## config.mk

```make
export PLATFORM = sky130hd
export DESIGN_NAME = fetchRegisters
export DESIGN_NICKNAME = d
export VERILOG_FILES = /design/src/design/fetchRegisters.sv
export SDC_FILE = /design/constraint.sdc
export NUM_CORES = 1
export LEC_CHECK = 0
export BUFFER_PORTS_ARGS = -buffer_cell sky130_fd_sc_hd__buf_4
export CAP_MARGIN = 20
export CORE_ASPECT_RATIO = 0.7
export CORE_MARGIN = 3
export CORE_UTILIZATION = 40
export CTS_BUF_LIST = sky130_fd_sc_hd__clkbuf_4
export CTS_CLUSTER_SIZE = 40
export DETAILED_ROUTE_END_ITERATION = 6
export PLACE_DENSITY = 0.76
export SETUP_SLACK_MARGIN = 0.05
export SKIP_CTS_REPAIR_TIMING = 1
export SYNTH_ARGS = -nofsm -noshare
export SYNTH_HDL_FRONTEND = slang
export SYNTH_SLANG_ARGS = --single-unit
export TNS_END_PERCENT = 1
```

## constraint.sdc

```tcl
create_clock -name Clock -period 2.8 [get_ports Clock]
set_input_delay 0.42 -clock Clock [delete_from_list [all_inputs] [get_ports Clock]]
set_output_delay 0.42 -clock Clock [all_outputs]
set_load 0.02 [all_outputs]
```

## src/design/fetchRegisters.sv

```systemverilog
`timescale 1ns/1ps
`default_nettype none

module fetchRegisters #(
        parameter int DataWidth = 32
) (
        input  wire logic                   Clock,
        input  wire logic                   arstN,
        input  wire logic [DataWidth-1:0]   bus,
        input  wire logic                   pcIn,
        input  wire logic                   incPc,
        input  wire logic                   irIn,
        output logic [DataWidth-1:0]        pcData,
        output logic [DataWidth-1:0]        irWord
);

        // A jump through the bus wins over the fetch increment
        always_ff @(posedge Clock or negedge arstN) begin
                if (!arstN) begin
                        pcData <= '0;
                end else if (pcIn) begin
                        pcData <= bus;
                end else if (incPc) begin
                        pcData <= pcData + 1'b1;
                end
        end

        always_ff @(posedge Clock or negedge arstN) begin
                if (!arstN) begin
                        irWord <= '0;
                end else if (irIn) begin
                        irWord <= bus;
                end
        end

        // The sequencer should never load and increment PC in one step
        assert property (@(posedge Clock) disable iff (!arstN) !(pcIn && incPc))
                else $error("fetchRegisters: pcIn and incPc both high");

endmodule

`default_nettype wire

```

==> results of run 1 <==
-- area by class of cell --
type / instances / area share
tap: 94 / 0.02950
inverter: 4 / 0.003766
clock inverter: 5 / 0.01820
multi-input combinational: 187 / 0.3396
timing repair buffer: 100 / 0.1883
sequential: 64 / 0.4018
clock buffer: 10 / 0.01883
-- state kept, by name (all words and copies together), names as in the netlist --
signal	flops
pcData	32
irWord	32
-- report_power, final --
| group | switching (W) | internal, W |
|---|---|---|
| logic | 0.000260 | 0.000231 |
| clock network | 0.000319 | 0.000361 |
| registers | 0.0000877 | 0.00101 |
| total | 0.000666 | 0.00161 |
-- how the worst min path moves through the flow --
stage	start	endpoint	slack (ns)	cells after the start
after floorplan	arstN	irWord[0]	0.12	0
after detailed placement	irWord[11]	irWord[11]	0.50	1
after global placement	irWord[15]	irWord[15]	0.49	1
after global routing	arstN	pcData[16]	0.14	1
after CTS	arstN	irWord[9]	0.11	1
final	arstN	irWord[17]	0.1	1
-- synthesized netlist by cell type, drive strengths merged --
cell / instances
a22oi: 1
a31o: 1
a32o: 1
and2: 2
and3: 5
and4: 5
buf: 8
clkbuf: 7
dfrtp: 64
ha: 1
inv: 4
mux2: 32
mux2i: 1
nand2: 39
nand3: 11
nand4: 11
nor2: 4
nor2b: 1
nor3: 5
nor3b: 2
nor4: 5
o21ai: 30
or4: 1
xnor2: 16
xor2: 13
-- critical path, stage by stage (launching register included) --
cell and delay (ns):
dfrtp_1 0.47, and4_1 0.35, nand3_2 0.33, nor4_2 0.38, xnor2_1 0.15, o21ai_1 0.07
-- per-layer routing --
| metal | up-vias | wire length [um] | share of wire | global-route usage |
|---|---|---|---|---|
| met4 | 0 | 77 | 0.011 | 0.05658 |
| met5 | - | 0 | 0 | 0 |
| li1 | 1148 | - | - | - |
| met1 | 1155 | 3270 | 0.46 | 0.2309 |
| met2 | 82 | 3089 | 0.43 | 0.2585 |
| met3 | 10 | 708 | 0.099 | 0.07636 |
-- kinds of logic after synthesis --
group                    share of synthesized area
adder cells (fa/ha/maj)                   0.004103
flip-flops                                  0.5252
AND/OR/NAND/NOR                             0.1773
XOR/XNOR                                   0.08330
AO/OA/AOI/OAI                              0.05786
multiplexers                                0.1215
buffers and inverters                      0.03077
-- metrics by stage --
step | hold slack (ns) | cell area, um^2
finish | 0.09928 | 3986
global route | 0.1365 | 3986
CTS | 0.1123 | 3986
detailed placement | 0.4964 | 3839
global placement | 0.4904 | 3839
floorplan | 0.1244 | 3049
==> run metrics, run 1 <==
initial antenna violation count=0; Routability Congestion=about 0.76; CTS Buffer Depth=2; Max Fanout on Critical Path=11; reg2reg start=pcData[3]; Area Overhead vs Synth=30.73%; clock slew at reported path FFs=0.10 ns; die height=79.05 um; commonest non-fill, non-tap cells in the layout=buf_4, dfrtp_1, nand2_1, mux2_2, o21ai_0; CP arrival=between 2 and 2.5 ns; Detailed Place HPWL=~5200 um; total track usage=0.1750; Synth area leaders=dfrtp_1, mux2_2, nand2_1; area of the multi-input gates=between 0.001 and 0.0015 mm^2; Util after Layout=0.5639; clock skew=0.01214 ns; end of the worst register-to-register path=pcData[30]; fraction of layout cells with a size suffix above 1=0.4270; Worst slew margin=0.4684; crit end category=flop; worst-margin pin slew=between 0.7 and 0.8 ns; Post-Synthesis Cell Area=just over 0.003 mm^2; port bufs=100; startpoint class of the critical path=flop; fin crit share=0.6730; fmax=~0.53 GHz; Seq. cell area=about 0.0016 mm^2; # setup viols final=0; Synth warnings=0; ANT cells=0; library cells used by synthesis=36; CP Launch Point=pcData[3]; CTS tree=done; crit path kind=reg2reg; Fin Setup TNS=0 ns; num ports=101; area leader, netlist=dfrtp_1; max-capacitance violation count=0; H-tree levels=3; fill cell count=639; Syn Inst Count=270; syn avg cell area=approximately 11 um^2; RSZ-0062 raised after global routing=false; routed vias=around 2400; antenna-violating nets left=0; outcome=finished, final reports clean; Place WS=about 0.93 ns; Inst Count DP=~450; Rows=25; worst vdd ir=around 360 uV; setup ws final=a little over 0.9 ns; Starting DRT DRC Count=between 70 and 80; DRT Wirelength=a little over 7000 um; nets=404; Power Dens Cells=approximately 570 mW/mm^2; vias per cell=between 5 and 6; first drt pass iteration count=4; static leakage power=roughly 1.8 nW; endpoints failing hold=0; Non-Filler Instances=464; drt wl/cell=about 15 um; GR Overflow Total=0; r2r worst-path depth=5; first-pass GRT wire length=11810 um; clk_lat worst skew=0.40 ns; Initial Utilization=0.4313; Slew Viols, Final=0; Synth top area share=0.5252; die area=0.008724 mm^2; clock sinks=between 60 and 70; pin count of the biggest net entering global routing=67; worst hold path type=in2async; Post-Syn Nets=a little over 300; vias in the first global route=between 2000 and 2500; leading cell type in the layout, fill and taps excluded=buf_4; crit path to=pcData[30]; die width=about 110 um; R2R setup slack=between 0.9 and 1 ns; CTS Buf Count=9; Synth Register Bits=64; sequential element share of the synthesized area=0.5252; core area=0.007069 mm^2; Design Power=around 0.0023 W; Worst EP required=about 3.1 ns; min cycle time layout=1.884 ns; clk root buf=clkbuf_4; DRC violations left=0
(Power assumes the default switching activity.)
==> run 2, diff against run 1 <==
PLACE_DENSITY = 0.78   (was 0.76)
clock period = 1.7 ns   (was 2.8 ns; I/O delays follow)
==> run metrics, run 2 (same netlist as run 1, synthesis figures left out) <==
fill cell count=about 580; vias per cell=around 5.2; Rows=25; first drt pass iteration count=5; port bufs=100; drt wl/cell=16.07 um; worst hold path type=in2reg; vias in the first global route=about 2600; CTS tree=done; Area Overhead vs Synth=41.36%; worst-margin pin slew=between 0.4 and 0.5 ns; die width=roughly 110 um; clock sinks=64; fin crit share=0.9621; # setup viols final=0; H-tree levels=3; end of the worst register-to-register path=pcData[31]; reg2reg start=pcData[11]; clock skew=just over 0.01 ns; antenna-violating nets left=0; r2r worst-path depth=5; Detailed Place HPWL=5899 um; endpoints failing hold=0; Starting DRT DRC Count=93; leading cell type in the layout, fill and taps excluded=buf_4; CTS Buf Count=9; CTS Buffer Depth=2; DRT Wirelength=around 8000 um; clock slew at reported path FFs=0.11 ns; core area=~0.0071 mm^2; Design Power=slightly below 0.004 W; num ports=about 100; commonest non-fill, non-tap cells in the layout=buf_4, dfrtp_1, nand2_1, mux2_2, o21ai_0; hold path depth=3; routed vias=2572; Max Fanout on Critical Path=5; crit path kind=reg2reg; worst vdd ir=between 500 and 600 uV; hold wc startpoint=bus[24]; CP Launch Point=pcData[11]; GR Overflow Total=0; die height=between 70 and 80 um; first-pass GRT wire length=around 13000 um; nets=~430; RSZ-0062 raised after global routing=true; CP arrival=about 1.9 ns; setup ws final=0.06442 ns; die area=just under 0.009 mm^2; fraction of layout cells with a size suffix above 1=0.5212; initial antenna violation count=0; max-capacitance violation count=0; Non-Filler Instances=between 400 and 500; Initial Utilization=0.4313; min cycle time layout=~1.6 ns; Inst Count DP=around 470; clk_lat worst skew=between 0.4 and 0.5 ns; total track usage=0.1891; fmax=~0.61 GHz; Worst slew margin=0.7089; crit end category=flop; DRC violations left=0; Worst EP required=between 2 and 2.5 ns; Place WS=-0.03125 ns; outcome=finished, final reports clean; largest registers=irWord (32), pcData (32); Power Dens Cells=approximately 910 mW/mm^2; ANT cells=0; static leakage power=between 1.5 and 2 nW; startpoint class of the critical path=flop; Slew Viols, Final=0; crit path to=pcData[31]; clk root buf=clkbuf_4; Routability Congestion=about 0.85; pin count of the biggest net entering global routing=33; R2R setup slack=approximately 0.064 ns
==> run 2: cell types whose count changed in the layout (fill, tap and decap cells not counted), sizes merged <==
cell,previous run,this run
buf,100,128
clkbuf,10,12
clkinv,3,2
dlygate4sd3,0,1
nand3,11,12
==> run 2: critical path, stage by stage, from the launching register on <==
cell	delay (ns)
dfrtp_2	0.41
and4_4	0.27
nand4_1	0.25
nor2_2	0.23
nand3_1	0.11
a31o_2	0.26
==> run 2: how the worst min path moves through the flow <==
stage,slack [ns],end
4_1_cts,-0.25,pcData[23]
6_report,0.05,pcData[24]
3_3_place_gp,0.21,irWord[23]
2_1_floorplan,-0.04,irWord[0]
3_5_place_dp,0.22,pcData[23]
5_1_grt,0.03,pcData[12]
==> run 2: per-layer routing <==
layer  routed length [um]  track usage  vias up
met5                    0            0        -
met4                   74      0.06150        0
met3                  763      0.07961        7
met2                 3526       0.2869       97
met1                 3593       0.2446     1261
li1                     -            -     1207
==> run 2: power breakdown <==
part           internal (W)  total, W  switching (W)
logic              0.000446  0.000939       0.000493
clock network      0.000641   0.00118       0.000542
registers           0.00167   0.00179       0.000116
==> run 2: final cells by class <==
type,instances,area (um^2),share of cell area
Timing Repair Buffer,129,970.9,0.2253
Inverter,4,15.01,0.003483
Sequential cell,64,1615,0.3747
Clock buffer,12,90.09,0.02090
Clock inverter,4,68.82,0.01597
Tap cell,94,117.6,0.02729
Multi-Input combinational cell,188,1433,0.3324
==> run 2: through the flow <==
step                      instance area [um^2]  hold WS, ns    util  setup TNS (ns)
after detailed placement                  4040       0.2183  0.5715        -0.04419
after floorplan                           3063     -0.04059       -               0
after CTS                                 4199      -0.2478  0.5940         -0.1209
final                                     4310      0.04892  0.6097               0
after global routing                      4310      0.03398  0.6097       -0.002805
after global placement                    4040       0.2079  0.5715               0
