--- config.mk ---
export PLATFORM = sky130hd
export DESIGN_NAME = registerFile
export DESIGN_NICKNAME = d
export VERILOG_FILES = /design/src/design/datapathPkg.sv /design/src/design/registerFile.sv
export SDC_FILE = /design/constraint.sdc
export NUM_CORES = 1
export LEC_CHECK = 0
export ABC_AREA = 0
export BUFFER_PORTS_ARGS = -buffer_cell sky130_fd_sc_hd__buf_2
export CAP_MARGIN = 0
export CORE_ASPECT_RATIO = 0.8
export CORE_MARGIN = 5
export CORE_UTILIZATION = 30
export DETAILED_ROUTE_END_ITERATION = 8
export PLACE_DENSITY_LB_ADDON = 0.25
export SYNTH_ARGS = -nofsm -noshare
export SYNTH_HDL_FRONTEND = slang
export SYNTH_SLANG_ARGS = --single-unit
export TNS_END_PERCENT = 50
--- constraint.sdc ---
create_clock -name Clock -period 1.2 [get_ports Clock]
set_clock_uncertainty 0.05 [all_clocks]
set_input_delay 0 -clock Clock [delete_from_list [all_inputs] [get_ports Clock]]
set_output_delay 0 -clock Clock [all_outputs]
set_load 0.05 [all_outputs]
--- src/design/datapathPkg.sv ---
`default_nettype none

package datapathPkg;

        // ALU operation codes as the sequencer drives them on opcode
        typedef enum logic [4:0] {
                Add = 5'b00011,
                Sub = 5'b00100,
                And = 5'b00101,
                Or  = 5'b00110,
                Shr = 5'b00111,
                Shl = 5'b01000,
                Ror = 5'b01001,
                Rol = 5'b01010,
                Mul = 5'b01111,
                Div = 5'b10000,
                Neg = 5'b10001,
                Not = 5'b10010
        } aluOp_t;

        // Number of general registers R0 to R15
        localparam int RegCount = 16;

        // Sources that can drive the bus
        // The general registers, then HI, LO, Z high, Z low, PC and MDR
        localparam int SourceCount = RegCount + 6;

endpackage

`default_nettype wire
--- src/design/registerFile.sv ---
`timescale 1ns/1ps
`default_nettype none

module registerFile #(
        parameter int DataWidth = 32
) (
        input  wire logic                                 Clock,
        input  wire logic                                 arstN,
        input  wire logic [DataWidth-1:0]                 bus,
        input  wire logic [datapathPkg::RegCount-1:0]     regIn,
        input  wire logic                                 hiIn,
        input  wire logic                                 loIn,
        output logic [datapathPkg::RegCount-1:0][DataWidth-1:0] regData,
        output logic [DataWidth-1:0]                      hiData,
        output logic [DataWidth-1:0]                      loData
);

        import datapathPkg::*;

        // Each general register takes the bus when its own in bit is high
        always_ff @(posedge Clock or negedge arstN) begin
                if (!arstN) begin
                        regData <= '0;
                end else begin
                        for (int i = 0; i < RegCount; i++) begin
                                if (regIn[i]) begin
                                        regData[i] <= bus;
                                end
                        end
                end
        end

        // HI and LO normally receive the two halves of Z after mul or div
        always_ff @(posedge Clock or negedge arstN) begin
                if (!arstN) begin
                        hiData <= '0;
                end else if (hiIn) begin
                        hiData <= bus;
                end
        end

        always_ff @(posedge Clock or negedge arstN) begin
                if (!arstN) begin
                        loData <= '0;
                end else if (loIn) begin
                        loData <= bus;
                end
        end

endmodule

`default_nettype wire

==> metrics.md, run 1 <==
| Metric | Value |
|---|---|
| Initial DRC Count | `652` |
| Overall routing resource usage | `18.0%` |
| Routed via count | `14000` |
| Post-synthesis sequential area ratio | `64.9%` |
| Hold endpoint | `loData[0]$_DFFE_PN0P_` |
| Post-Syn Instances | `1256` |
| Register-to-Register Path Depth | `3` |
| Final Hold Viols | `0` |
| DRT antenna net count | `0` |
| Vias in the first global route | `15000` |
| Number of synthesized flops with an enable pin | `0` |
| Fin crit share | `103%` |
| Avg Synthesized Cell Area | `17.7 um^2` |
| Drt pass-1 iters | `4` |
| Commonest cells post-synth | `576 x dfrtp_1, 482 x mux2_2, 94 x mux2_4` |
| Num CTS Buffers | `58` |
| Pwr Density | `1780 mW/mm^2` |
| Synth area leader | `dfrtp_1` |
| Final setup fails | `361` |
| Clock root cell | `clkbuf_16` |
| Hpwl dp | `50.5 mm` |
| CP startpoint kind | `register` |
| Cell count along the critical path | `1` |
| Synthesized net count | `1308` |
| Worst path cell trace | `buf_6` |
| CTS max path bufs | `3` |
| CP endpoint kind | `primary output` |
| Status | `finished with violations` |
| Crit path time final | `1.24 ns` |
| Antenna violations before repair | `1` |
| Place WS | `0.229 ns` |
| Synth top area cells | `dfrtp_1 65%, mux2_2 24%, mux2_4 6.4%` |
| Die width | `314 um` |
| First-pass GRT wire length | `107 mm` |
| Top delay family on crit path | `flip-flops` |
| Area Overhead vs Synth | `51.1%` |
| YS warnings | `0` |
| Ys flop type | `dfrtp_1` |
| Design Area, Final | `0.0336 mm^2` |
| CTS tree | `yes` |
| DRC | `0` |
| Total grt overflow | `0` |
| Clk sinks | `576` |
| VDD IR-drop max | `1.22 mV` |
| Most frequent cell after synthesis | `dfrtp_1` |
| Hold WC Path Type | `in -> reg` |
| RR Endpoint | `hiData[30]$_DFFE_PN0P_` |
| Critical Path Slowest Stage Cell | `dfrtp_1` |
| Peak Freq | `807 MHz` |
| Worst Tran Pin Value | `0.666 ns` |
| FP Rows | `89` |
| # IOs | `628` |
| Final WS setup | `-0.0390 ns` |
| Slew headroom | `55.4%` |
| Largest net degree at the start of global routing | `60` |
| Post-synthesis cell area | `0.0222 mm^2` |
| Clock slew at reported path FFs | `0.07 ns` |
| Maxcap violations | `0` |
| WP buf/inv | `1` |
| Unrepaired setup endpoints after global routing | `yes` |
| Hold WS | `0.0354 ns` |
| Yosys cell types | `7` |
| Failing checks | `setup timing` |
| Worst Setup Path Type | `reg -> out` |
| Die H | `253 um` |
| Sequential Area | `0.0144 mm^2` |
| Worst EP required | `1.15 ns` |
| Max-slew violations | `0` |
| Clock Latency Late Sink | `0.60 ns` |
| Static leakage | `15.3 nW` |
| WP data arrival | `1.19 ns` |
| H-Tree Depth | `2` |
| Min-Delay Path Depth | `2` |
| Worst reg2reg setup slack | `0.13 ns` |
| Slowest stage delay, CP | `0.42 ns` |
| Seq cells post-synth | `576` |
| Fillers | `6381` |
| Layout cells sized above 1 | `69.7%` |
| GPL Wtd Cong | `0.788` |
| FF-to-FF Start | `hiData[30]$_DFFE_PN0P_` |
| Post-DP Area | `0.0266 mm^2` |
| Multi-input gate area | `0.00684 mm^2` |
| Asr flop ratio synth | `100%` |
| Worst hold start | `bus[0]` |
| Average routed wire per standard cell | `24.0 um` |
| # port buffers | `627` |
| Final WL | `74.4 mm` |
| Nets | `2099` |
| Yosys top cell area share | `64.9%` |
| Core area | `0.0736 mm^2` |
| Die area | `0.0797 mm^2` |
| Via/cell ratio | `4.51` |
| Starting Density | `30.2%` |
| Worst-path fanout max | `2` |
==> metal layers <==
layer  GRT usage [%]  wire length [um]  vias to the layer above
met3            5.56              5800                      106
met2            29.6             35700                      469
met5               0                 0                        -
met1            23.3             31000                     7419
met4            4.77              1950                        0
li1                -                 -                     5976
==> area by class of cell <==
class	count	share of cell area [%]
Clock buffer	77	4.93
Sequential cell	576	42.9
Multi-Input combinational cell	576	20.4
Clock inverter	28	1.31
Antenna cell	4	0.0298
Tap cell	1001	3.73
Timing Repair Buffer	835	26.7
==> where the power goes <==
part,internal (mW),switching [mW]
sequential,21.4,1.49
clock,12.0,7.84
combinational,6.47,10.4
total,39.9,19.7
==> per-stage QoR <==
stage          utilization, %  setup TNS, ns  power, mW  std cells
2_1_floorplan               -              0       32.5       1256
3_3_place_gp             36.2              0       36.6       2839
3_5_place_dp             36.2              0       36.7       2839
4_1_cts                  44.0         -42.73       59.4       3054
5_1_grt                  45.6         -41.38       61.8       3093
6_report                 45.6          -3.36       59.6       3097
==> worst max path at each step <==
stage                                   from                  endpoint  slack (ns)
detailed placement                 regIn[14]  regData[475]$_DFFE_PN0P_        0.23
CTS                 regData[231]$_DFFE_PN0P_              regData[231]       -0.11
global route        regData[467]$_DFFE_PN0P_              regData[467]       -0.11
global placement                   regIn[14]  regData[473]$_DFFE_PN0P_        0.23
finish              regData[231]$_DFFE_PN0P_              regData[231]       -0.04
floorplan           regData[430]$_DFFE_PN0P_  regData[430]$_DFFE_PN0P_        0.16
==> cell usage in the layout, fill, tap and decap left out, drive strengths merged <==
master / count
buf: 784
dfrtp: 576
mux2: 576
clkbuf: 77
dlygate4sd3: 51
bufinv: 11
clkinv: 11
diode: 4
clkinvlp: 3
inv: 3
==> cell families (layout without fill, tap and decap cells) <==
logic type	Yosys count	in the layout	share of synthesized area, %
flip-flops	576	576	64.9
other	0	4	0
multiplexers	576	576	30.8
buffers and inverters	104	940	4.37
==> state kept, by name (all words and copies together), names as in the netlist <==
name,count
regData,512
loData,32
hiData,32
==> what timing repair did <==
item                                    CTS  global route
endpoints found under the hold margin  1152            13
resized for setup                       906           246
setup endpoints to repair               576           589
hold buffers                             51             1
setup buffers                            59            39
(Power assumes the default switching activity.)
==> run 2: changes to the inputs <==
--- a/config.mk
+++ b/config.mk
@@ -5,7 +5,7 @@
 export SDC_FILE = /design/constraint.sdc
 export NUM_CORES = 1
 export LEC_CHECK = 0
-export ABC_AREA = 0
+export ABC_AREA = 1
 export BUFFER_PORTS_ARGS = -buffer_cell sky130_fd_sc_hd__buf_2
 export CAP_MARGIN = 0
 export CORE_ASPECT_RATIO = 0.8
==> metrics.md, run 2 <==
| Metric | Value |
|---|---|
| Hold WC Path Type | `in -> async` |
| Total grt overflow | `0 (unchanged)` |
| Finished Layout Cells | `4511 (+46%)` |
| Critical Path Slowest Stage Cell | `dfrtp_1` |
| Via/cell ratio | `4.44 (-1.7%)` |
| # port buffers | `627 (unchanged)` |
| Post-Syn Instances | `2512 (+100%)` |
| Commonest cells post-synth | `1574 x nand2_1, 576 x dfrtp_1, 154 x nand2_2` |
| Met1 Routed Length | `40.9 mm (+32%)` |
| Final Hold Viols | `0 (unchanged)` |
| Drt pass-1 iters | `5 (+1)` |
| Worst EP required | `1.15 ns (about the same)` |
| Die area | `0.0834 mm^2 (+4.7%)` |
| FP Rows | `91 (+2.2%)` |
| Regs by FF count | `regData: 512 flops, hiData: 32 flops, loData: 32 flops` |
| WP buf/inv | `1 (unchanged)` |
| Status | `finished with violations` |
| YS warnings | `0 (unchanged)` |
| Slew headroom | `36.5% (-19 points)` |
| CP startpoint kind | `register` |
| Met3 Wirelength | `7.93 mm (+37%)` |
| Placed Cells | `4049 (+43%)` |
| Num CTS Buffers | `60 (+3.4%)` |
| DRT antenna net count | `0 (unchanged)` |
| Core area | `0.0771 mm^2 (+4.7%)` |
| Largest register by flop count | `regData` |
| Hpwl dp | `60.6 mm (+20%)` |
| # IOs | `628 (unchanged)` |
| Final WL | `94.3 mm (+27%)` |
| Vias in the first global route | `19000 (+27%)` |
| Final Util | `45.9% (+0.25 points)` |
| Fin crit share | `107% (+3.5 points)` |
| Place WS | `0.139 ns (-0.0895 ns)` |
| Slowest stage delay, CP | `0.43 ns (about the same)` |
| Average routed wire per standard cell | `20.9 um (-13%)` |
| Nets | `3490 (+66%)` |
| Worst Tran Pin Value | `0.952 ns (+0.286 ns)` |
| Largest net degree at the start of global routing | `83 (+38%)` |
| Maxcap violations | `0 (unchanged)` |
| Synth top area cells | `dfrtp_1 62%, nand2_1 25%, nand2_2 4.1%` |
| First-pass GRT wire length | `133 mm (+25%)` |
| DRC | `0 (unchanged)` |
| Layout cells sized above 1 | `35.7% (-34 points)` |
| Peak Freq | `781 MHz (-3.3%)` |
| Clock slew at reported path FFs | `0.06 ns (about the same)` |
| Final setup fails | `567 (+57%)` |
| Failing checks | `setup timing` |
| Top delay family on crit path | `flip-flops` |
| Clock Latency Late Sink | `0.62 ns (+0.02 ns)` |
| Post-synthesis cell area | `0.0233 mm^2 (+4.9%)` |
| Avg Synthesized Cell Area | `9.28 um^2 (-48%)` |
| Worst Setup Path Type | `reg -> out` |
| Overall routing resource usage | `21.5% (+3.5 points)` |
| Final WS setup | `-0.0810 ns (-0.0420 ns)` |
| Seq cells post-synth | `576 (unchanged)` |
| Starting Density | `30.2% (+0.039 points)` |
| Synthesized net count | `2564 (+96%)` |
| VDD IR-drop max | `1.01 mV (-17%)` |
| Yosys cell types | `10 (+3)` |
| Initial DRC Count | `1730 (+170%)` |
| Routed via count | `20000 (+43%)` |
| GPL Wtd Cong | `0.766 (-2.8%)` |
| Worst-path fanout max | `2 (unchanged)` |
| Crit path time final | `1.28 ns (+0.0420 ns)` |
| H-Tree Depth | `2 (unchanged)` |
| Max layer used | `met4` |
| Post-synthesis sequential area ratio | `61.8% (-3.0 points)` |
| CTS tree | `yes` |
| Clk sinks | `576 (unchanged)` |
| Worst path cell trace | `buf_6` |
| Number of synthesized flops with an enable pin | `0 (unchanged)` |
| Die width | `322 um (+2.3%)` |
| Unrepaired setup endpoints after global routing | `yes` |
| Clock root cell | `clkbuf_16` |
| Pwr Density | `1640 mW/mm^2 (-7.8%)` |
| Synth area leader | `dfrtp_1` |
| Yosys top cell area share | `61.8% (-3.0 points)` |
| Max reg flops | `512 (unchanged)` |
| Ys flop type | `dfrtp_1` |
| CP endpoint kind | `primary output` |
| Antenna violations before repair | `4 (+3)` |
| Most common cell after layout, fill and taps aside | `nand2_1` |
| CTS max path bufs | `3 (unchanged)` |
| Pwr Total | `57.9 mW (-3.0%)` |
| Area Overhead vs Synth | `51.7%` |
| Asr flop ratio synth | `100% (unchanged)` |
| Most frequent cells in the layout | `1574 x nand2_1, 576 x dfrtp_1, 576 x buf_6` |
| Die H | `259 um (+2.3%)` |
| WP data arrival | `1.23 ns (+0.04 ns)` |
| Max-slew violations | `0 (unchanged)` |
| Metal2 WL | `43.0 mm (+21%)` |
| Most frequent cell after synthesis | `nand2_1` |
| Static leakage | `19.0 nW (+25%)` |
[run 2: cell families after synthesis]
logic type | after synthesis | share of synthesized area, %
AND/OR/NAND/NOR | 1728 | 29.5
flip-flops | 576 | 61.8
buffers and inverters | 208 | 8.67
[run 2: metal layers]
layer | vias to the layer above | GRT usage, %
li1 | 9341 | -
met1 | 9810 | 30.0
met2 | 726 | 33.3
met3 | 131 | 5.74
met4 | 0 | 5.78
met5 | - | 0
[run 2: cell type report]
class / count / area [um^2]
clock inverter: 15 / 158
fill: 7300 / 41700
tap: 1023 / 1280
multi-input combinational: 1728 / 6870
antenna: 4 / 10.0
sequential: 576 / 14400
inverter: 18 / 150
clock buffer: 93 / 1830
timing repair buffer: 1054 / 10600
[run 2: path summary, 6_finish.rpt]
| kind | slack, ns | start | cells after the start | endpoint |
|---|---|---|---|---|
| max | -0.08 | regData[234]$_DFFE_PN0P_ | 1 | regData[234] |
| min | 0.04 | arstN | 3 | regData[303]$_DFFE_PN0P_ |
| max reg2reg | 0.35 | regData[234]$_DFFE_PN0P_ | 3 | regData[234]$_DFFE_PN0P_ |
| min reg2reg | 0.44 | regData[279]$_DFFE_PN0P_ | 2 | regData[279]$_DFFE_PN0P_ |
| max in group asynchronous | 0.03 | arstN | 4 | regData[363]$_DFFE_PN0P_ |
| min in group Clock | 0.20 | regIn[12] | 4 | regData[406]$_DFFE_PN0P_ |
[run 2: power by group]
part / leakage (nW) / total, mW / internal [mW] / switching [mW]
combinational: 11.1 / 16.3 / 5.64 / 10.6
sequential: 7.01 / 22.6 / 21.2 / 1.46
clock: 0.967 / 19.0 / 10.9 / 8.13
total: 19.0 / 57.9 / 37.6 / 20.2
[run 2: through the flow]
step | hold slack [ns] | area, um^2 | TNS, ns
after detailed placement | 0.0493 | 26900 | 0
after global routing | 0.0143 | 35300 | -48.67
final | 0.0394 | 35400 | -13.35
after CTS | 0.0111 | 33300 | -59.40
after global placement | 0.0451 | 26900 | 0
after floorplan | -0.346 | 23300 | 0
[run 2: repair_timing]
action,4_1_cts,5_1_grt
hold buffers,80,0
buffers inserted,154,117
endpoints found under the hold margin,1152,0
gates resized for setup,818,420
endpoints found under the setup margin,576,603
