### config.mk
export PLATFORM = sky130hd
export DESIGN_NAME = busMux
export DESIGN_NICKNAME = d
export VERILOG_FILES = /design/src/design/datapathPkg.sv /design/src/design/busMux.sv
export SDC_FILE = /design/constraint.sdc
export NUM_CORES = 1
export LEC_CHECK = 0
export BUFFER_PORTS_ARGS = -buffer_cell sky130_fd_sc_hd__buf_2
export CAP_MARGIN = 15
export CORE_AREA = 5 5 293 295
export DETAILED_ROUTE_END_ITERATION = 7
export DIE_AREA = 0 0 298 300
export GPL_ROUTABILITY_DRIVEN = 0
export PLACE_DENSITY_LB_ADDON = 0.1
export SLEW_MARGIN = 20
export SYNTH_ARGS = -nofsm -noshare
export SYNTH_HDL_FRONTEND = slang
export SYNTH_SLANG_ARGS = --single-unit
### constraint.sdc
create_clock -name vclk -period 8.1
set_input_delay 1.215 -clock vclk [all_inputs]
set_output_delay 1.215 -clock vclk [all_outputs]
set_load 0.1 [all_outputs]
### src/design/datapathPkg.sv
`default_nettype none

package datapathPkg;

        // ALU operation codes as the sequencer drives them on opcode
        typedef enum logic [4:0] {
                Add = 5'b00011,
                Sub = 5'b00100,
                And = 5'b00101,
                Or  = 5'b00110,
                Shr = 5'b00111,
                Shl = 5'b01000,
                Ror = 5'b01001,
                Rol = 5'b01010,
                Mul = 5'b01111,
                Div = 5'b10000,
                Neg = 5'b10001,
                Not = 5'b10010
        } aluOp_t;

        // Number of general registers R0 to R15
        localparam int RegCount = 16;

        // Sources that can drive the bus
        // The general registers, then HI, LO, Z high, Z low, PC and MDR
        localparam int SourceCount = RegCount + 6;

endpackage

`default_nettype wire
### src/design/busMux.sv
`timescale 1ns/1ps
`default_nettype none

module busMux #(
        parameter int DataWidth = 32
) (
        input  wire logic                                 Clock,
        input  wire logic                                 arstN,
        input  wire logic [datapathPkg::RegCount-1:0]     regOut,
        input  wire logic                                 hiOut,
        input  wire logic                                 loOut,
        input  wire logic                                 zHighOut,
        input  wire logic                                 zLowOut,
        input  wire logic                                 pcOut,
        input  wire logic                                 mdrOut,
        input  wire logic [datapathPkg::RegCount-1:0][DataWidth-1:0] regData,
        input  wire logic [DataWidth-1:0]                 hiData,
        input  wire logic [DataWidth-1:0]                 loData,
        input  wire logic [DataWidth-1:0]                 zHigh,
        input  wire logic [DataWidth-1:0]                 zLow,
        input  wire logic [DataWidth-1:0]                 pcData,
        input  wire logic [DataWidth-1:0]                 mdrData,
        output logic [DataWidth-1:0]                      bus
);

        import datapathPkg::*;

        localparam int IndexWidth = $clog2(SourceCount);

        logic [SourceCount-1:0]                sourceSel;
        logic [SourceCount-1:0][DataWidth-1:0] sourceData;
        logic [IndexWidth-1:0]                 sourceIndex;
        logic                                  sourceValid;

        // General registers sit at the low indices, MDR at the top
        assign sourceSel  = {mdrOut, pcOut, zLowOut, zHighOut, loOut, hiOut, regOut};
        assign sourceData = {mdrData, pcData, zLow, zHigh, loData, hiData, regData};

        always_comb begin
                sourceIndex = '0;
                sourceValid = 1'b0;
                for (int i = 0; i < SourceCount; i++) begin
                        if (sourceSel[i]) begin
                                sourceIndex = IndexWidth'(i);
                                sourceValid = 1'b1;
                        end
                end
        end

        // With no strobe raised the bus floats to zero
        assign bus = sourceValid ? sourceData[sourceIndex] : '0;

        // Two drivers at once would be a sequencer fault, the real bus would contend
        assert property (@(posedge Clock) disable iff (!arstN) $onehot0(sourceSel))
                else $error("busMux: more than one out strobe high: %b", sourceSel);

endmodule

`default_nettype wire

==> flow_summary.toml, run 1 <==
[yosys]
synth_fa_ha_area_frac = 0
synth_area_per_cell_sq_um = 5.831
synth_nets = 1869
synth_top_family_by_area = "simple AND/OR/NAND/NOR gates"
yosysSeqAreaShare = 0
synth_xor_area_frac = 0
netlist_area_sq_um = 6653
ys_warn_count = 0
synth.distinct_cells = 42
syn_inst = 1141
synth-compound-area-share = 0.2088
synth-simple-area-share = 0.3970
synthMuxAreaShare = 0.3071

[grt]
grt_pass1_vias = 12230
grt_pass1_wl_mm = 90.65
globalRouteOverflowTotal = 0
grt_use_total = 0.1373
grt_max_degree = 86
antenna_found_initial = 22

[sta]
tightestPinTransition_ns = 0.9728
report.final.slew_viol_count = 0
fmax_ghz = 0.1610
hold_viol = 0
setup_viol = 0
rsz0062_at_grt = "no"
setup_slack_ns = 1.889
period_minus_slack_ns = 6.211
tns_ns = 0
slew_headroom = 0.3471
finalCritPeriodShare = 0.7668

[floorplanning]
fp-row-count = 106
die_h_um = 300
start_util = 0.08026
core_sq_um = 82890
die_x_um = 298
ios = 760
dieArea_sq_um = 89400

[setup_path]
slowest_stage = "nand3_1"
worstPathArrival_ns = 5.00
crit_fanout = 14
crit_path_cell_trace = "buf_2 -> or4_1 -> a21boi_1 -> o21a_2 -> nand3_1 -> nor2_1 -> a31oi_1 -> o211ai_1 -> a311oi_1 -> buf_2"
path_common_cell = "buf_2"
slowest_delay_ns = 0.71
crit_buf_inv = 2
criticalPathCategory = "in2out"
cp.required_ns = 6.88
path_delay_family = "simple AND/OR/NAND/NOR gates"
startpoint = "regOut[4]"
critPathLaunchType = "input port"
crit_path_end_kind = "primary output"

[detailed_routing]
first_pass_iters = 5
via_per_inst = 3.885
vias = 11330
antenna_left = 0
wl_per_cell_um = 22.84
routed_wl_mm = 66.59
drc = 0
first_iter_violations = 678

[clock_tree]
cts_setup_buffers = 0
cts_hold_buffers = 0
post_cts_resize_count = 0

[finish]
seq_cells = 0
fin_area_sq_um = 11660
mostFrequentLayoutCells = "buf_2, nand2_1, mux2i_1"
finalNonFillerCells = 2916
nNetsFinal = 2556
clkbuf_count = 0
layout.area.seq_sq_um = 0
finish.utilization = 0.1407
final_common_cell = "buf_2"
area_growth_pct = 75.32
multiInputGateArea_sq_um = 6165
fillers = 9835
drive_above_1_share = 0.4452

[hold_path]
hold_path.class = "in2out"
hp-start = "regData[357]"

[place]
hpwl_mm = 56.77
dpl-instance-area_sq_um = 11640
place_ws_ns = 1.710
numPortBuffers = 758
dp.cells = 2906

[outcome]
outcome = "complete, no violations"

[job]
max-cap-violations = 0

[power_and_ir_drop]
ir_drop_v = 0.00002910
power_leakage_nw = 5.966
p_per_area_nw_per_um2 = 73.18
-- final timing paths --
check,cells after the start,end
hold / removal,6,bus[5]
setup / recovery,10,bus[23]
-- through the flow --
step	power, mW	hold WS [ns]
6_report	0.8536	3.072
5_1_grt	0.9234	3.141
4_1_cts	0.8697	3.089
3_5_place_dp	0.8672	3.089
3_3_place_gp	0.8696	3.090
2_1_floorplan	0.5042	2.914
-- metal layers --
layer  track usage  share of wire
met5             0         0.0019
met4       0.02445          0.020
met3       0.03127          0.064
met2        0.2583           0.52
met1        0.1604           0.40
-- where the power goes --
part           internal, mW  switching, mW   total [mW]
Clock           0.000000144              0  0.000000144
Sequential                0              0            0
Combinational         0.302          0.551        0.854
Total                 0.302          0.551        0.854
-- cell families (layout without fill, tap and decap cells) --
logic type | Yosys count | in the layout
multiplexers | 204 | 204
buffers and inverters | 111 | 796
AND/OR/NAND/NOR | 630 | 630
other | 0 | 10
AO/OA/AOI/OAI | 196 | 196
-- cells in the mapped netlist, drive strengths merged (2+ instances only) --
cell     instances  area (sq um)
or3              2         12.51
nand3          137         685.7
nor3             3         20.02
a31oi           34         212.7
a21oi           61         305.3
buf             58         380.4
a2111oi         12         150.2
o21ai            4         20.01
nor4            27         168.9
clkbuf          48         180.2
o211ai           5         37.54
mux2i          203          2032
o21a             2         15.01
inv              5         18.77
a211oi           4         30.03
a311oi          28         245.2
nor2            20         77.58
nand2          433          1625
nand4            2         12.51
o31ai            2         15.01
a32oi           25         219.0
a221oi           2         23.77
nand2b           3         18.77
o22ai           12         75.07
-- layout make-up --
type | instances | share of cell area
antenna | 10 | 0.002145
inverter | 5 | 0.001609
multi-input combinational | 1030 | 0.5285
tap | 1080 | 0.1159
timing repair buffer | 791 | 0.3519
No activity file was read; power rests on OpenSTA's default activity.
==> run 2: changes to the inputs <==
==> constraint.sdc (replaced) <==
create_clock -name vclk -period 5.9
set_input_delay 0.885 -clock vclk [all_inputs]
set_output_delay 0.885 -clock vclk [all_outputs]
set_load 0.1 [all_outputs]
==> run 2 against run 1 <==
  * Total power increased by 51%
  * Setup slack got worse by 1.1 ns
  * Combinational power up 51%
  * Critical path depth is the same
  * Sequential share of layout area unchanged
  * Clock-buffer cell count unchanged
  * First-iteration DRC count down 33%
  * Via count up 1.1%
  * Die area did not move
  * Hold slack got worse by 0.66 ns
  * Non-clock buffer count increased by 25
  * Highest routed layer unchanged
==> flow_summary.toml, run 2 (same netlist as run 1, synthesis figures left out) <==
[floorplanning]
dieArea_sq_um = 89400
die_x_um = 298
ios = 760
die_h_um = 300
fp-row-count = 106
core_sq_um = 82890
start_util = 0.08026

[setup_path]
crit_path_end_kind = "primary output"
criticalPathCategory = "in2out"
worstPathArrival_ns = 4.25
cp.required_ns = 5.02
crit_fanout = 30
critPathLaunchType = "input port"

[sta]
setup_slack_ns = 0.7626
finalCritPeriodShare = 0.8707
rsz0062_at_grt = "no"
hold_ws_ns = 2.410
hold_viol = 0
fmax_ghz = 0.1947
tns_ns = 0
slew_headroom = 0.3790
tightestPinTransition_ns = 0.9294
setup_viol = 0
report.final.slew_viol_count = 0
period_minus_slack_ns = 5.137

[grt]
antenna_found_initial = 31
globalRouteOverflowTotal = 0
grt_pass1_vias = 12610
grt_pass1_wl_mm = 94.83
grt_use_total = 0.1450
grt_max_degree = 62

[detailed_routing]
wl_per_cell_um = 23.70
first_iter_violations = 457
vias = 11450
drc = 0
via_per_inst = 3.893
first_pass_iters = 4
routed_wl_mm = 69.69
antenna_left = 0

[outcome]
outcome = "complete, no violations"

[power_and_ir_drop]
ir_drop_v = 0.00004073
pwr-share-comb = 1.000
p_seq_frac = 0
clkPwrFrac = 0
switchingPower_mw = 0.7869
power_leakage_nw = 6.234
p_per_area_nw_per_um2 = 104.3
p_sw_frac = 0.6105
p_int_mw = 0.5020

[hold_path]
hp-start = "regData[364]"
hold_path.class = "in2out"
whs_endpoint = "bus[12]"
hold_path_depth = 6

[finish]
seq_cells = 0
final_common_cell = "buf_2"
layout.area.seq_sq_um = 0
mostFrequentLayoutCells = "buf_2, nand2_1, mux2i_1"
fillers = 9859
drive_above_1_share = 0.4652
nNetsFinal = 2581
finalNonFillerCells = 2941
area_growth_pct = 85.76
clkbuf_count = 0

[clock_tree]
cts_setup_buffers = 0
post_cts_resize_count = 0
cts_hold_buffers = 0

[place]
numPortBuffers = 758
place_ws_ns = 0.6582
hpwl_mm = 60.77
dp.cells = 2931

[job]
max-cap-violations = 0
==> run 2: power groups by stage <==
stage	clock [mW]	sequential [mW]	combinational (mW)
after detailed placement	0	0	1.32
after CTS	0	0	1.33
after global routing	0.000000136	0	1.40
after floorplan	0	0	0.704
final	0.000000105	0	1.29
after global placement	0	0	1.33
==> run 2: worst max path at each step <==
stage	from	end	depth (start not counted)
finish	regOut[7]	bus[26]	10
global route	regOut[4]	bus[10]	12
CTS	zHighOut	bus[10]	10
detailed placement	zHighOut	bus[10]	10
global placement	regOut[4]	bus[10]	12
floorplan	regOut[12]	bus[10]	12
==> run 2: worst max-delay path, stage by stage <==
cell and delay (ns):
buf_2 0.12, or3_1 0.36, o21ai_1 0.42, a21o_4 0.54
buf_4 0.37, nand2_1 0.09, a31oi_1 0.18, nand4_1 0.43
a211oi_1 0.56, buf_12 0.24
==> run 2: layout make-up <==
type                            count  area, sq um  area share
Inverter                            5        18.77    0.001519
Timing Repair Buffer              816         4657      0.3768
Antenna cell                       10        25.02    0.002025
Tap cell                         1080         1351      0.1093
Multi-Input combinational cell   1030         6306      0.5103
==> run 2: metal layers <==
layer,track usage,vias up,part of all wire
li1,-,5569,-
met1,0.1616,5307,0.39
met2,0.2896,504,0.54
met3,0.02961,54,0.058
met4,0.01652,16,0.014
met5,0,-,0.0015
==> run 2: per-stage QoR <==
step	util	power, mW	instance area, sq um
3_5_place_dp	0.1488	1.321	12330
2_1_floorplan	-	0.7036	6764
5_1_grt	0.1490	1.399	12350
4_1_cts	0.1488	1.325	12330
6_report	0.1491	1.289	12360
3_3_place_gp	0.1488	1.326	12330
==> run 3: changes to the inputs <==
--- a/config.mk
+++ b/config.mk
@@ -7,9 +7,9 @@
 export LEC_CHECK = 0
 export BUFFER_PORTS_ARGS = -buffer_cell sky130_fd_sc_hd__buf_2
 export CAP_MARGIN = 15
-export CORE_AREA = 5 5 293 295
+export CORE_AREA = 5 5 291 293
 export DETAILED_ROUTE_END_ITERATION = 7
-export DIE_AREA = 0 0 298 300
+export DIE_AREA = 0 0 296 298
 export GPL_ROUTABILITY_DRIVEN = 0
 export PLACE_DENSITY_LB_ADDON = 0.1
 export SLEW_MARGIN = 20
==> run 3 against run 2 <==
  * Global-route usage is 0.29 points lower
  * Total power is 0.75% higher
  * Design area is 0.12% higher
  * Wire length is 2.0% lower
  * Highest routed layer unchanged
==> flow_summary.toml, run 3 (same netlist as run 1, synthesis figures left out) <==
[outcome]
outcome = "complete, no violations"

[setup_path]
worstPathArrival_ns = 4.41
critPathLaunchType = "input port"
crit_path_cell_trace = "buf_2 -> or3_1 -> a221oi_2 -> o21ai_1 -> a21oi_4 -> buf_4 -> buf_4 -> mux2i_1 -> a32oi_1 -> a31oi_1 -> a2111oi_2 -> buf_12"
crit_path_end_kind = "primary output"
path_common_cell = "buf_4"
crit_end = "bus[19]"
criticalPathCategory = "in2out"
slowest_stage = "a2111oi_2"
startpoint = "regOut[12]"
cp.required_ns = 5.02
crit_fanout = 16
slowest_delay_ns = 0.68

[sta]
report.final.slew_viol_count = 0
period_minus_slack_ns = 5.298
hold_viol = 0
finalCritPeriodShare = 0.8980
fmax_ghz = 0.1888
tns_ns = 0
setup_slack_ns = 0.6021
hold_ws_ns = 2.353
slew_headroom = 0.3655
tightestPinTransition_ns = 0.9495
setup_viol = 0
rsz0062_at_grt = "no"

[finish]
fin_area_sq_um = 12370
drive_above_1_share = 0.4639
final_common_cell = "buf_2"
mostFrequentLayoutCells = "buf_2, nand2_1, mux2i_1"
clkbuf_count = 0
finish.utilization = 0.1517
seq_cells = 0
nNetsFinal = 2584
area_growth_pct = 85.99
layout.area.seq_sq_um = 0

[grt]
grt_busiest_layer = "met2"
met3_usage = 0.02883
grt_pass1_vias = 12440
grt_pass1_wl_mm = 91.39
globalRouteOverflowTotal = 0
grt_use_total = 0.1421
grt_use_met1 = 0.1565
use_met2 = 0.2838
grt_max_degree = 71
antenna_found_initial = 18

[floorplanning]
die_x_um = 296
core_sq_um = 81580
start_util = 0.08154
ios = 760
fp-row-count = 105
die_h_um = 298
dieArea_sq_um = 88210

[detailed_routing]
antenna_left = 0
first_pass_iters = 5
via_per_inst = 3.918
vias = 11490
wl_per_cell_um = 23.30
drc = 0
first_iter_violations = 483
routed_wl_mm = 68.33

[place]
dpl-instance-area_sq_um = 12350
hpwl_mm = 58.76
place_ws_ns = 0.4145
numPortBuffers = 758

[power_and_ir_drop]
p_per_area_nw_per_um2 = 105.0
ir_drop_v = 0.00004071
power_leakage_nw = 6.253

[clock_tree]
post_cts_resize_count = 0
cts_setup_buffers = 0
cts_hold_buffers = 0

[hold_path]
hp-start = "regData[375]"
hold_path.class = "in2out"

[job]
max-cap-violations = 0
## run 3: cell type report
type | instances | area [sq um]
diodes | 9 | 22.52
fillers | 9639 | 69210
inverters | 5 | 18.77
multi-input cells | 1030 | 6281
well taps | 1070 | 1339
repair buffers | 819 | 4712
## run 3: worst max-delay path, delay by kind of cell
kind	cells	cell delay, ns
AOI/OAI and AO/OA	6	2.04
buffers and inverters	4	0.99
muxes	1	0.11
and+or+nand+nor	1	0.38
## run 3: how the worst min path moves through the flow
stage / cells past startpoint / slack (ns) / to
2_1_floorplan: 4 / 2.24 / bus[0]
3_3_place_gp: 6 / 2.37 / bus[23]
3_5_place_dp: 6 / 2.37 / bus[26]
4_1_cts: 6 / 2.37 / bus[26]
5_1_grt: 6 / 2.43 / bus[23]
6_report: 6 / 2.35 / bus[23]
## run 3: per-stage QoR
stage / power [mW] / cells
5_1_grt: 1.401 / 2929
3_3_place_gp: 1.328 / 2924
6_report: 1.299 / 2933
2_1_floorplan: 0.7036 / 1141
4_1_cts: 1.332 / 2924
3_5_place_dp: 1.328 / 2924
## run 3: power breakdown
group          switching (mW)  internal [mW]  leakage, nW
Clock                       0    0.000000204    0.0000570
Sequential                  0              0            0
Combinational           0.787          0.511         6.25
## run 3: layer usage
metal	wire length, um	up-vias
li1	-	5576
met1	25590	5376
met2	36700	490
met3	4866	40
met4	1103	10
met5	74	-
